==> config.mk <==
export PLATFORM = sky130hd
export DESIGN_NAME = rv_core
export DESIGN_NICKNAME = d
export VERILOG_FILES = /design/src/rtl/rv_pkg.sv /design/src/rtl/rv_alu.sv /design/src/rtl/rv_core.sv /design/src/rtl/rv_decode.sv /design/src/rtl/rv_execute.sv /design/src/rtl/rv_fetch.sv /design/src/rtl/rv_regfile.sv
export SDC_FILE = /design/constraint.sdc
export NUM_CORES = 2
export LEC_CHECK = 0
export CAP_MARGIN = 20
export CORE_MARGIN = 5
export CORE_UTILIZATION = 25
export CTS_CLUSTER_DIAMETER = 40
export DETAILED_ROUTE_END_ITERATION = 6
export DONT_BUFFER_PORTS = 1
export PLACE_DENSITY = 0.49
export SYNTH_ARGS = -nofsm -noshare
export SYNTH_HDL_FRONTEND = slang
export SYNTH_SLANG_ARGS = --single-unit
==> constraint.sdc <==
create_clock -name clk_i -period 7 [get_ports clk_i]
set_input_delay 1.4 -clock clk_i [delete_from_list [all_inputs] [get_ports clk_i]]
set_output_delay 1.4 -clock clk_i [all_outputs]
set_load 0.02 [all_outputs]
==> src/rtl/rv_pkg.sv <==
package rv_pkg;

  // ====================
  // widths and constants
  // ====================

  localparam int XLEN       = 32;
  localparam int REG_ADDR_W = 5;

  localparam logic [XLEN-1:0] RESET_PC = '0;

  // addi x0,x0,0
  localparam logic [XLEN-1:0] NOP_INST = 32'h0000_0013;

  // branch conditions by funct3
  localparam logic [2:0] BR_BEQ  = 3'b000;
  localparam logic [2:0] BR_BNE  = 3'b001;
  localparam logic [2:0] BR_BLT  = 3'b100;
  localparam logic [2:0] BR_BGE  = 3'b101;
  localparam logic [2:0] BR_BLTU = 3'b110;
  localparam logic [2:0] BR_BGEU = 3'b111;

  // ====================
  // opcodes
  // ====================

  typedef enum logic [6:0] {
    OPC_OP     = 7'b0110011,
    OPC_OP_IMM = 7'b0010011,
    OPC_LUI    = 7'b0110111,
    OPC_AUIPC  = 7'b0010111,
    OPC_JAL    = 7'b1101111,
    OPC_JALR   = 7'b1100111,
    OPC_BRANCH = 7'b1100011
  } opcode_e;

  // ALU_ADD must stay zero, a cleared stage register then decodes as a plain add
  typedef enum logic [3:0] {
    ALU_ADD,
    ALU_SUB,
    ALU_SLL,
    ALU_SLT,
    ALU_SLTU,
    ALU_XOR,
    ALU_SRL,
    ALU_SRA,
    ALU_OR,
    ALU_AND
  } alu_op_e;

  // ====================
  // pipeline registers
  // ====================

  typedef struct packed {
    logic [XLEN-1:0] pc;
    logic [XLEN-1:0] inst;
  } if_id_t;

  typedef struct packed {
    logic                  valid;
    logic [XLEN-1:0]       pc;
    logic [REG_ADDR_W-1:0] rs1;
    logic [REG_ADDR_W-1:0] rs2;
    logic [XLEN-1:0]       rs1_data;
    logic [XLEN-1:0]       rs2_data;
    logic [REG_ADDR_W-1:0] rd;
    logic [XLEN-1:0]       imm;
    logic [2:0]            funct3;
    alu_op_e               alu_op;
    logic                  alu_src_imm;
    logic                  op1_pc;
    logic                  is_branch;
    logic                  is_jal;
    logic                  is_jalr;
    logic                  is_lui;
    logic                  reg_write;
  } id_ex_t;

  typedef struct packed {
    logic                  valid;
    logic [XLEN-1:0]       pc;
    logic [REG_ADDR_W-1:0] rd;
    logic                  reg_write;
    logic [XLEN-1:0]       wdata;
  } retire_t;

endpackage

==> src/rtl/rv_alu.sv <==
module rv_alu
  import rv_pkg::*;
(
  input  alu_op_e         op_i,
  input  logic [XLEN-1:0] a_i,
  input  logic [XLEN-1:0] b_i,
  output logic [XLEN-1:0] y_o
);

  logic [4:0] shamt;

  assign shamt = b_i[4:0];

  always_comb begin
    case (op_i)
      ALU_ADD:  y_o = a_i + b_i;
      ALU_SUB:  y_o = a_i - b_i;
      ALU_SLL:  y_o = a_i << shamt;
      ALU_SLT:  y_o = XLEN'($signed(a_i) < $signed(b_i));
      ALU_SLTU: y_o = XLEN'(a_i < b_i);
      ALU_XOR:  y_o = a_i ^ b_i;
      ALU_SRL:  y_o = a_i >> shamt;
      // arithmetic shift keeps the sign
      ALU_SRA:  y_o = $unsigned($signed(a_i) >>> shamt);
      ALU_OR:   y_o = a_i | b_i;
      ALU_AND:  y_o = a_i & b_i;
      default:  y_o = '0;
    endcase
  end

endmodule

==> src/rtl/rv_core.sv <==
module rv_core
  import rv_pkg::*;
(
  input  logic            clk_i,
  input  logic            rst_i,
  output logic [XLEN-1:0] pc_o,
  input  logic [XLEN-1:0] inst_i,
  output retire_t         retire_o
);

  if_id_t                if_id;
  id_ex_t                id_ex;
  logic                  redirect;
  logic [XLEN-1:0]       redirect_pc;
  logic [REG_ADDR_W-1:0] rs1;
  logic [REG_ADDR_W-1:0] rs2;
  logic [XLEN-1:0]       rdata1;
  logic [XLEN-1:0]       rdata2;

  rv_fetch fetch_inst (
    .clk_i         (clk_i),
    .rst_i         (rst_i),
    .redirect_i    (redirect),
    .redirect_pc_i (redirect_pc),
    .inst_i        (inst_i),
    .pc_o          (pc_o),
    .if_id_o       (if_id)
  );

  // a redirect squashes both younger stages
  rv_decode decode_inst (
    .clk_i    (clk_i),
    .rst_i    (rst_i),
    .flush_i  (redirect),
    .if_id_i  (if_id),
    .rs1_o    (rs1),
    .rs2_o    (rs2),
    .rdata1_i (rdata1),
    .rdata2_i (rdata2),
    .id_ex_o  (id_ex)
  );

  // write port is the retire stream itself
  rv_regfile regfile_inst (
    .clk_i    (clk_i),
    .rst_i    (rst_i),
    .raddr1_i (rs1),
    .raddr2_i (rs2),
    .rdata1_o (rdata1),
    .rdata2_o (rdata2),
    .wr_i     (retire_o)
  );

  rv_execute execute_inst (
    .clk_i         (clk_i),
    .rst_i         (rst_i),
    .id_ex_i       (id_ex),
    .redirect_o    (redirect),
    .redirect_pc_o (redirect_pc),
    .retire_o      (retire_o)
  );

endmodule

==> src/rtl/rv_decode.sv <==
module rv_decode
  import rv_pkg::*;
(
  input  logic                  clk_i,
  input  logic                  rst_i,
  input  logic                  flush_i,
  input  if_id_t                if_id_i,
  output logic [REG_ADDR_W-1:0] rs1_o,
  output logic [REG_ADDR_W-1:0] rs2_o,
  input  logic [XLEN-1:0]       rdata1_i,
  input  logic [XLEN-1:0]       rdata2_i,
  output id_ex_t                id_ex_o
);

  logic [XLEN-1:0] inst;
  opcode_e         opcode;
  logic [2:0]      funct3;
  logic [6:0]      funct7;
  logic [XLEN-1:0] imm_i;
  logic [XLEN-1:0] imm_u;
  logic [XLEN-1:0] imm_j;
  logic [XLEN-1:0] imm_b;
  logic            if_id_valid_q;
  id_ex_t          id_ex_d;
  id_ex_t          id_ex_q;

  // funct3 plus funct7 bit 5 to alu op; sub only exists for register ops
  function automatic alu_op_e alu_op_decode(input logic [2:0] f3,
                                            input logic       f7_b5,
                                            input logic       reg_op);
    alu_op_e op;
    case (f3)
      3'b000:  op = (reg_op && f7_b5) ? ALU_SUB : ALU_ADD;
      3'b001:  op = ALU_SLL;
      3'b010:  op = ALU_SLT;
      3'b011:  op = ALU_SLTU;
      3'b100:  op = ALU_XOR;
      3'b101:  op = f7_b5 ? ALU_SRA : ALU_SRL;
      3'b110:  op = ALU_OR;
      default: op = ALU_AND;
    endcase
    return op;
  endfunction

  // ====================
  // fields and immediates
  // ====================

  assign inst   = if_id_i.inst;
  assign opcode = opcode_e'(inst[6:0]);
  assign funct3 = inst[14:12];
  assign funct7 = inst[31:25];
  assign rs1_o  = inst[19:15];
  assign rs2_o  = inst[24:20];

  assign imm_i = {{20{inst[31]}}, inst[31:20]};
  assign imm_u = {inst[31:12], 12'b0};
  assign imm_j = {{12{inst[31]}}, inst[19:12], inst[20], inst[30:21], 1'b0};
  assign imm_b = {{20{inst[31]}}, inst[7], inst[30:25], inst[11:8], 1'b0};

  // ====================
  // control decode
  // ====================

  always_comb begin
    id_ex_d          = '0;
    id_ex_d.valid    = if_id_valid_q;
    id_ex_d.pc       = if_id_i.pc;
    id_ex_d.rs1      = rs1_o;
    id_ex_d.rs2      = rs2_o;
    id_ex_d.rs1_data = rdata1_i;
    id_ex_d.rs2_data = rdata2_i;
    id_ex_d.rd       = inst[11:7];
    id_ex_d.funct3   = funct3;
    case (opcode)
      OPC_OP: begin
        id_ex_d.alu_op    = alu_op_decode(funct3, funct7[5], 1'b1);
        id_ex_d.reg_write = 1'b1;
      end
      OPC_OP_IMM: begin
        id_ex_d.alu_op      = alu_op_decode(funct3, funct7[5], 1'b0);
        id_ex_d.imm         = imm_i;
        id_ex_d.alu_src_imm = 1'b1;
        id_ex_d.reg_write   = 1'b1;
      end
      OPC_LUI: begin
        id_ex_d.imm       = imm_u;
        id_ex_d.is_lui    = 1'b1;
        id_ex_d.reg_write = 1'b1;
      end
      OPC_AUIPC: begin
        id_ex_d.imm         = imm_u;
        id_ex_d.op1_pc      = 1'b1;
        id_ex_d.alu_src_imm = 1'b1;
        id_ex_d.reg_write   = 1'b1;
      end
      OPC_JAL: begin
        id_ex_d.imm       = imm_j;
        id_ex_d.is_jal    = 1'b1;
        id_ex_d.reg_write = 1'b1;
      end
      OPC_JALR: begin
        id_ex_d.imm       = imm_i;
        id_ex_d.is_jalr   = 1'b1;
        id_ex_d.reg_write = 1'b1;
      end
      OPC_BRANCH: begin
        id_ex_d.imm       = imm_b;
        id_ex_d.is_branch = 1'b1;
      end
      default: begin
        // unsupported, behaves as nop
        id_ex_d.rd = '0;
      end
    endcase
  end

  // IF/ID holds a nop after reset or a flush, so track whether it is real
  always_ff @(posedge clk_i) begin
    if (rst_i || flush_i) begin
      if_id_valid_q <= 1'b0;
    end else begin
      if_id_valid_q <= 1'b1;
    end
  end

  // ID/EX register, all zero is a bubble
  always_ff @(posedge clk_i) begin
    if (rst_i || flush_i) begin
      id_ex_q <= '0;
    end else begin
      id_ex_q <= id_ex_d;
    end
  end

  assign id_ex_o = id_ex_q;

endmodule

==> src/rtl/rv_execute.sv <==
module rv_execute
  import rv_pkg::*;
(
  input  logic            clk_i,
  input  logic            rst_i,
  input  id_ex_t          id_ex_i,
  output logic            redirect_o,
  output logic [XLEN-1:0] redirect_pc_o,
  output retire_t         retire_o
);

  retire_t         retire_q;
  logic            wb_hit;
  logic            fwd1;
  logic            fwd2;
  logic [XLEN-1:0] rs1_val;
  logic [XLEN-1:0] rs2_val;
  logic [XLEN-1:0] alu_a;
  logic [XLEN-1:0] alu_b;
  logic [XLEN-1:0] alu_y;
  logic [XLEN-1:0] pc_plus4;
  logic [XLEN-1:0] jalr_sum;
  logic [XLEN-1:0] result;
  logic            taken;

  // ====================
  // forwarding
  // ====================

  // previous instruction's result sits in EX/WB
  assign wb_hit  = retire_q.valid && retire_q.reg_write && (retire_q.rd != '0);
  assign fwd1    = wb_hit && (retire_q.rd == id_ex_i.rs1);
  assign fwd2    = wb_hit && (retire_q.rd == id_ex_i.rs2);
  assign rs1_val = fwd1 ? retire_q.wdata : id_ex_i.rs1_data;
  assign rs2_val = fwd2 ? retire_q.wdata : id_ex_i.rs2_data;

  assign alu_a = id_ex_i.op1_pc ? id_ex_i.pc : rs1_val;
  assign alu_b = id_ex_i.alu_src_imm ? id_ex_i.imm : rs2_val;

  rv_alu alu_inst (
    .op_i (id_ex_i.alu_op),
    .a_i  (alu_a),
    .b_i  (alu_b),
    .y_o  (alu_y)
  );

  // ====================
  // branch and jump
  // ====================

  always_comb begin
    case (id_ex_i.funct3)
      BR_BEQ:  taken = (rs1_val == rs2_val);
      BR_BNE:  taken = (rs1_val != rs2_val);
      BR_BLT:  taken = ($signed(rs1_val) < $signed(rs2_val));
      BR_BGE:  taken = ($signed(rs1_val) >= $signed(rs2_val));
      BR_BLTU: taken = (rs1_val < rs2_val);
      BR_BGEU: taken = (rs1_val >= rs2_val);
      default: taken = 1'b0;
    endcase
  end

  assign jalr_sum = rs1_val + id_ex_i.imm;

  // jalr target has bit 0 cleared
  assign redirect_pc_o = id_ex_i.is_jalr ? {jalr_sum[XLEN-1:1], 1'b0}
                                         : id_ex_i.pc + id_ex_i.imm;
  assign redirect_o    = id_ex_i.valid &&
                         (id_ex_i.is_jal || id_ex_i.is_jalr || (id_ex_i.is_branch && taken));

  // ====================
  // result and EX/WB
  // ====================

  assign pc_plus4 = id_ex_i.pc + XLEN'(4);
  assign result   = id_ex_i.is_lui                      ? id_ex_i.imm :
                    (id_ex_i.is_jal || id_ex_i.is_jalr) ? pc_plus4    :
                                                          alu_y;

  always_ff @(posedge clk_i) begin
    if (rst_i) begin
      retire_q <= '0;
    end else begin
      retire_q.valid     <= id_ex_i.valid;
      retire_q.pc        <= id_ex_i.pc;
      retire_q.rd        <= id_ex_i.rd;
      retire_q.reg_write <= id_ex_i.valid && id_ex_i.reg_write;
      retire_q.wdata     <= result;
    end
  end

  assign retire_o = retire_q;

endmodule

==> src/rtl/rv_fetch.sv <==
module rv_fetch
  import rv_pkg::*;
(
  input  logic            clk_i,
  input  logic            rst_i,
  input  logic            redirect_i,
  input  logic [XLEN-1:0] redirect_pc_i,
  input  logic [XLEN-1:0] inst_i,
  output logic [XLEN-1:0] pc_o,
  output if_id_t          if_id_o
);

  logic [XLEN-1:0] pc_q;
  logic [XLEN-1:0] pc_next;
  if_id_t          if_id_q;

  // resolved branch or jump wins over sequential fetch
  assign pc_next = redirect_i ? redirect_pc_i : pc_q + XLEN'(4);

  always_ff @(posedge clk_i) begin
    if (rst_i) begin
      pc_q <= RESET_PC;
    end else begin
      pc_q <= pc_next;
    end
  end

  // ====================
  // IF/ID register
  // ====================

  always_ff @(posedge clk_i) begin
    if (rst_i) begin
      if_id_q.pc   <= RESET_PC;
      if_id_q.inst <= NOP_INST;
    end else if (redirect_i) begin
      // wrong-path fetch, squash to nop
      if_id_q.pc   <= pc_q;
      if_id_q.inst <= NOP_INST;
    end else begin
      if_id_q.pc   <= pc_q;
      if_id_q.inst <= inst_i;
    end
  end

  assign pc_o    = pc_q;
  assign if_id_o = if_id_q;

endmodule

==> src/rtl/rv_regfile.sv <==
module rv_regfile
  import rv_pkg::*;
(
  input  logic                  clk_i,
  input  logic                  rst_i,
  input  logic [REG_ADDR_W-1:0] raddr1_i,
  input  logic [REG_ADDR_W-1:0] raddr2_i,
  output logic [XLEN-1:0]       rdata1_o,
  output logic [XLEN-1:0]       rdata2_o,
  input  retire_t               wr_i
);

  // x0 has no storage
  logic [XLEN-1:0] regs_q [1:31];
  logic            wr_en;

  assign wr_en = wr_i.valid && wr_i.reg_write && (wr_i.rd != '0);

  always_ff @(posedge clk_i) begin
    if (rst_i) begin
      for (int i = 1; i < 32; i++) begin
        regs_q[i] <= '0;
      end
    end else if (wr_en) begin
      regs_q[wr_i.rd] <= wr_i.wdata;
    end
  end

  // write-through so decode sees this cycle's write-back
  assign rdata1_o = (raddr1_i == '0)                   ? '0         :
                    (wr_en && (wr_i.rd == raddr1_i))   ? wr_i.wdata :
                                                         regs_q[raddr1_i];
  assign rdata2_o = (raddr2_i == '0)                   ? '0         :
                    (wr_en && (wr_i.rd == raddr2_i))   ? wr_i.wdata :
                                                         regs_q[raddr2_i];

endmodule

==> flow_summary.json <==
{
  "run_status": "finished, violations left",
  "violations": "design-rule violations",
  "pwr-share-seq": 0.388,
  "final_common_cell": "and2_1",
  "clockBufferDepth": 4,
  "yosysSeqAreaShare": 0.467,
  "power.clock.fraction": 0.454,
  "r2r-start": "execute_inst.retire_o[36]$_SDFF_PP0_",
  "die_w_um": 575,
  "p_sw_uw": 7040,
  "tightest_slew_ps": 1190,
  "num_rows": 207,
  "worstSetupPathType": "flip-flop to flip-flop",
  "netlist.area_leader.share": 0.385,
  "post-dp-hpwl_um": 233000,
  "die_area_um2": 331000,
  "ir_drop_v": 0.000221,
  "grt_pass1_vias": 57300,
  "maxSlewHeadroom": 0.208,
  "leakage_uw": 0.0335,
  "drive_gt1_frac": 0.221,
  "required_ps": 7690,
  "sw_frac_of_total": 0.295,
  "cp.arrival_ps": 7300,
  "grt_start_max_net_pins": 165,
  "grt_pass1_wl_um": 478000,
  "r2r_setup_slack_ps": 390,
  "yosys_register_bits": 1350,
  "cts_buffers": 212,
  "synth_area_um2": 79900,
  "wire_per_inst_um": 32.2,
  "fin_nets": 6675,
  "r2r-end": "execute_inst.retire_o[29]$_SDFF_PP0_",
  "clk_pin_slew_ps": 60,
  "slew_violations": 0,
  "clock_latency_ps": 900,
  "routed.top_layer": "met5",
  "synth_flop_cell": "edfxtp_1",
  "rsz0062_at_grt": "no",
  "antenna_found_initial": 38,
  "grt_overflow": 0,
  "powerDensity_nw_per_um2": 258,
  "worstSetupEndpointType": "flip-flop",
  "drc_errors": 3,
  "root_buffer": "clkbuf_16",
  "final_cells": 10800,
  "max_cap_violations": 0,
  "async_reset_ff_frac": 0,
  "hp-start": "decode_inst.id_ex_o[0]$_SDFF_PP0_",
  "finClkSkew_ps": 125,
  "setup_viol": 0,
  "clock.fmax_mhz": 151,
  "synth_edf_count": 1024,
  "die_y_um": 575,
  "p_int_uw": 16900,
  "holdPathEnd": "execute_inst.retire_o[32]$_SDFF_PP0_",
  "port_buffers": 0,
  "n_fill_cell": 32200,
  "dp.cells": 10400,
  "groute.usage.overall": 0.203,
  "htree_levels": 4,
  "io_pins": 137,
  "critPathLaunchType": "flip-flop",
  "min_period_ps": 6610,
  "avgSynthCellArea_um2": 12.2,
  "start_util": 0.251,
  "met1Wirelength_um": 143000,
  "fin_crit_sh": 0.944,
  "cts_hold_buf": 0,
  "detailedRoute.firstIterationViolations": 7215,
  "comb_power_share": 0.158,
  "worstPathMaxFanout": 25,
  "via_per_inst": 5.41,
  "via_count": 58500,
  "yosysWarnings": 0,
  "globalplace.congestion": 0.997,
  "fin_tns_setup_ps": 0,
  "cts_tree": "built",
  "core_um2": 318000,
  "final_cell_mix": "and2_1 (1033), edfxtp_1 (1024), mux4_2 (644)",
  "synthTopCellsByArea": "edfxtp_1 (38%), mux4_2 (18%), dfxtp_1 (8.2%), and2_1 (8.1%), ha_1 (3.0%)",
  "ys_types": 107,
  "area_growth_pct": 16.0,
  "wl_um": 348000,
  "synth_cells": 6538,
  "worst_r2r_path_depth": 22,
  "whs_path_depth": 1,
  "synth_largest_area_cell": "edfxtp_1",
  "wl_met2_um": 159000,
  "wl_met3_um": 30400,
  "hold_path.class": "flip-flop to flip-flop",
  "final_hold_viol_count": 0,
  "detail-route-antenna-nets": 0,
  "cts.sinks": 1350,
  "drtPass1Iterations": 7
}
## worst max-delay path, stage by stage, from the launching register on
cell and delay (ps):
dfxtp_1 330, or3_4 520, o311a_4 490, a21boi_0 470
nor2_1 170, buf_4 190, a21boi_1 600, ha_1 380
nor2b_1 160, o211ai_1 280, a211oi_1 200, nor2_1 240
o41ai_1 110, buf_4 170, a221oi_1 560, o41ai_2 110
buf_4 170, a311oi_1 370, buf_4 180, o211ai_1 80
a2111oi_0 430, buf_4 180, o21ai_1 50
## layout make-up
| cell class | instances | area (µm²) | share of cell area |
|---|---|---|---|
| clock inverters | 160 | 1760 | 0.0190 |
| clock buffers | 230 | 5500 | 0.0593 |
| diodes | 18 | 45.0 | 0.000486 |
| repair buffers | 242 | 2030 | 0.0219 |
| multi-input cells | 4495 | 40200 | 0.434 |
| flip-flops and latches | 1350 | 37400 | 0.403 |
| inverters | 144 | 541 | 0.00583 |
| well taps | 4180 | 5230 | 0.0565 |
## repair_timing
action	4_1_cts	5_1_grt
resized for setup	0	1
endpoints found under the setup margin	0	1
setup buffers	0	0
## synthesized netlist by cell type (18+ instances only)
cell type and instances:
and2_1 1033, edfxtp_1 1024, mux4_2 644, clkbuf_1 459
nor2_1 398, dfxtp_1 326, nand2_1 264, a21oi_1 241
mux2i_1 238, ha_1 192, o21ai_0 189, inv_1 126
nor3_1 124, a211oi_1 117, xnor2_1 92, nor2b_1 91
nand3_1 89, buf_1 72, a21o_1 58, xor2_1 48
or2_2 47, nand2b_1 34, and3_1 32, nand4_1 32
o211ai_1 31, a31oi_1 28, o21a_1 28, a31o_2 25
o22ai_1 24, a221oi_1 20, buf_2 20, mux2_2 19
o21bai_1 18
## power by group through the flow
| stage | clock, µW | sequential, µW | combinational (µW) |
|---|---|---|---|
| floorplan | 0 | 9240 | 2230 |
| global placement | 0 | 9430 | 3700 |
| finish | 10900 | 9290 | 3770 |
| global route | 11300 | 9310 | 3910 |
| detailed placement | 0 | 9450 | 3710 |
| CTS | 11000 | 9280 | 3720 |
## through the flow
| stage | total power (µW) | area, µm² | utilization | hold slack [ps] | worst slack, ps |
|---|---|---|---|---|---|
| 3_3_place_gp | 13100 | 85200 | 0.268 | 409 | 376 |
| 3_5_place_dp | 13200 | 85300 | 0.268 | 411 | 497 |
| 5_1_grt | 24600 | 92600 | 0.291 | 418 | 175 |
| 6_report | 23900 | 92600 | 0.291 | 387 | 389 |
| 4_1_cts | 24000 | 92600 | 0.291 | 388 | 405 |
| 2_1_floorplan | 11500 | 80000 | - | 406 | 1700 |
## worst max-delay path by stage
stage,slack (ps),startpoint,cells after the start,to
final,390,execute_inst.retire_o[36]$_SDFF_PP0_,22,execute_inst.retire_o[29]$_SDFF_PP0_
after global placement,380,execute_inst.retire_o[33]$_SDFF_PP0_,17,execute_inst.retire_o[0]$_SDFF_PP0_
after floorplan,1700,execute_inst.retire_o[33]$_SDFF_PP0_,22,execute_inst.retire_o[29]$_SDFF_PP0_
after global routing,170,execute_inst.retire_o[36]$_SDFF_PP0_,22,execute_inst.retire_o[29]$_SDFF_PP0_
after detailed placement,500,execute_inst.retire_o[36]$_SDFF_PP0_,19,execute_inst.retire_o[0]$_SDFF_PP0_
after CTS,410,execute_inst.retire_o[35]$_SDFF_PP0_,19,execute_inst.retire_o[0]$_SDFF_PP0_
## registers in the layout, indices dropped and copies added (netlist names)
signal                     cells
fetch_inst.if_id_o            64
regfile_inst.regs_q         1024
decode_inst.id_ex_o          158
fetch_inst.pc_o               32
decode_inst.if_id_valid_q      1
execute_inst.retire_o         71
## per-layer routing
layer | track usage | vias to the layer above
li1 | - | 24500
met1 | 0.272 | 30300
met2 | 0.322 | 3066
met3 | 0.0408 | 607
met4 | 0.0818 | 18
met5 | 0 | -
## cells by family (layout without fill, tap and decap cells)
logic type                 count (synthesis)  count (layout)  synth area share
other                                      1              50         0.0000469
and+or+nand+nor                         2223            2223             0.151
muxes                                    903             903             0.215
AOI/OAI and AO/OA                       1001            1001            0.0849
adders and majority gates                196             196            0.0311
DFF                                     1350            1350             0.467
buffers and inverters                    724             776            0.0364
xor gates and xnor gates                 140             140            0.0153
Note: power is estimated with default switching activity, not from simulation.
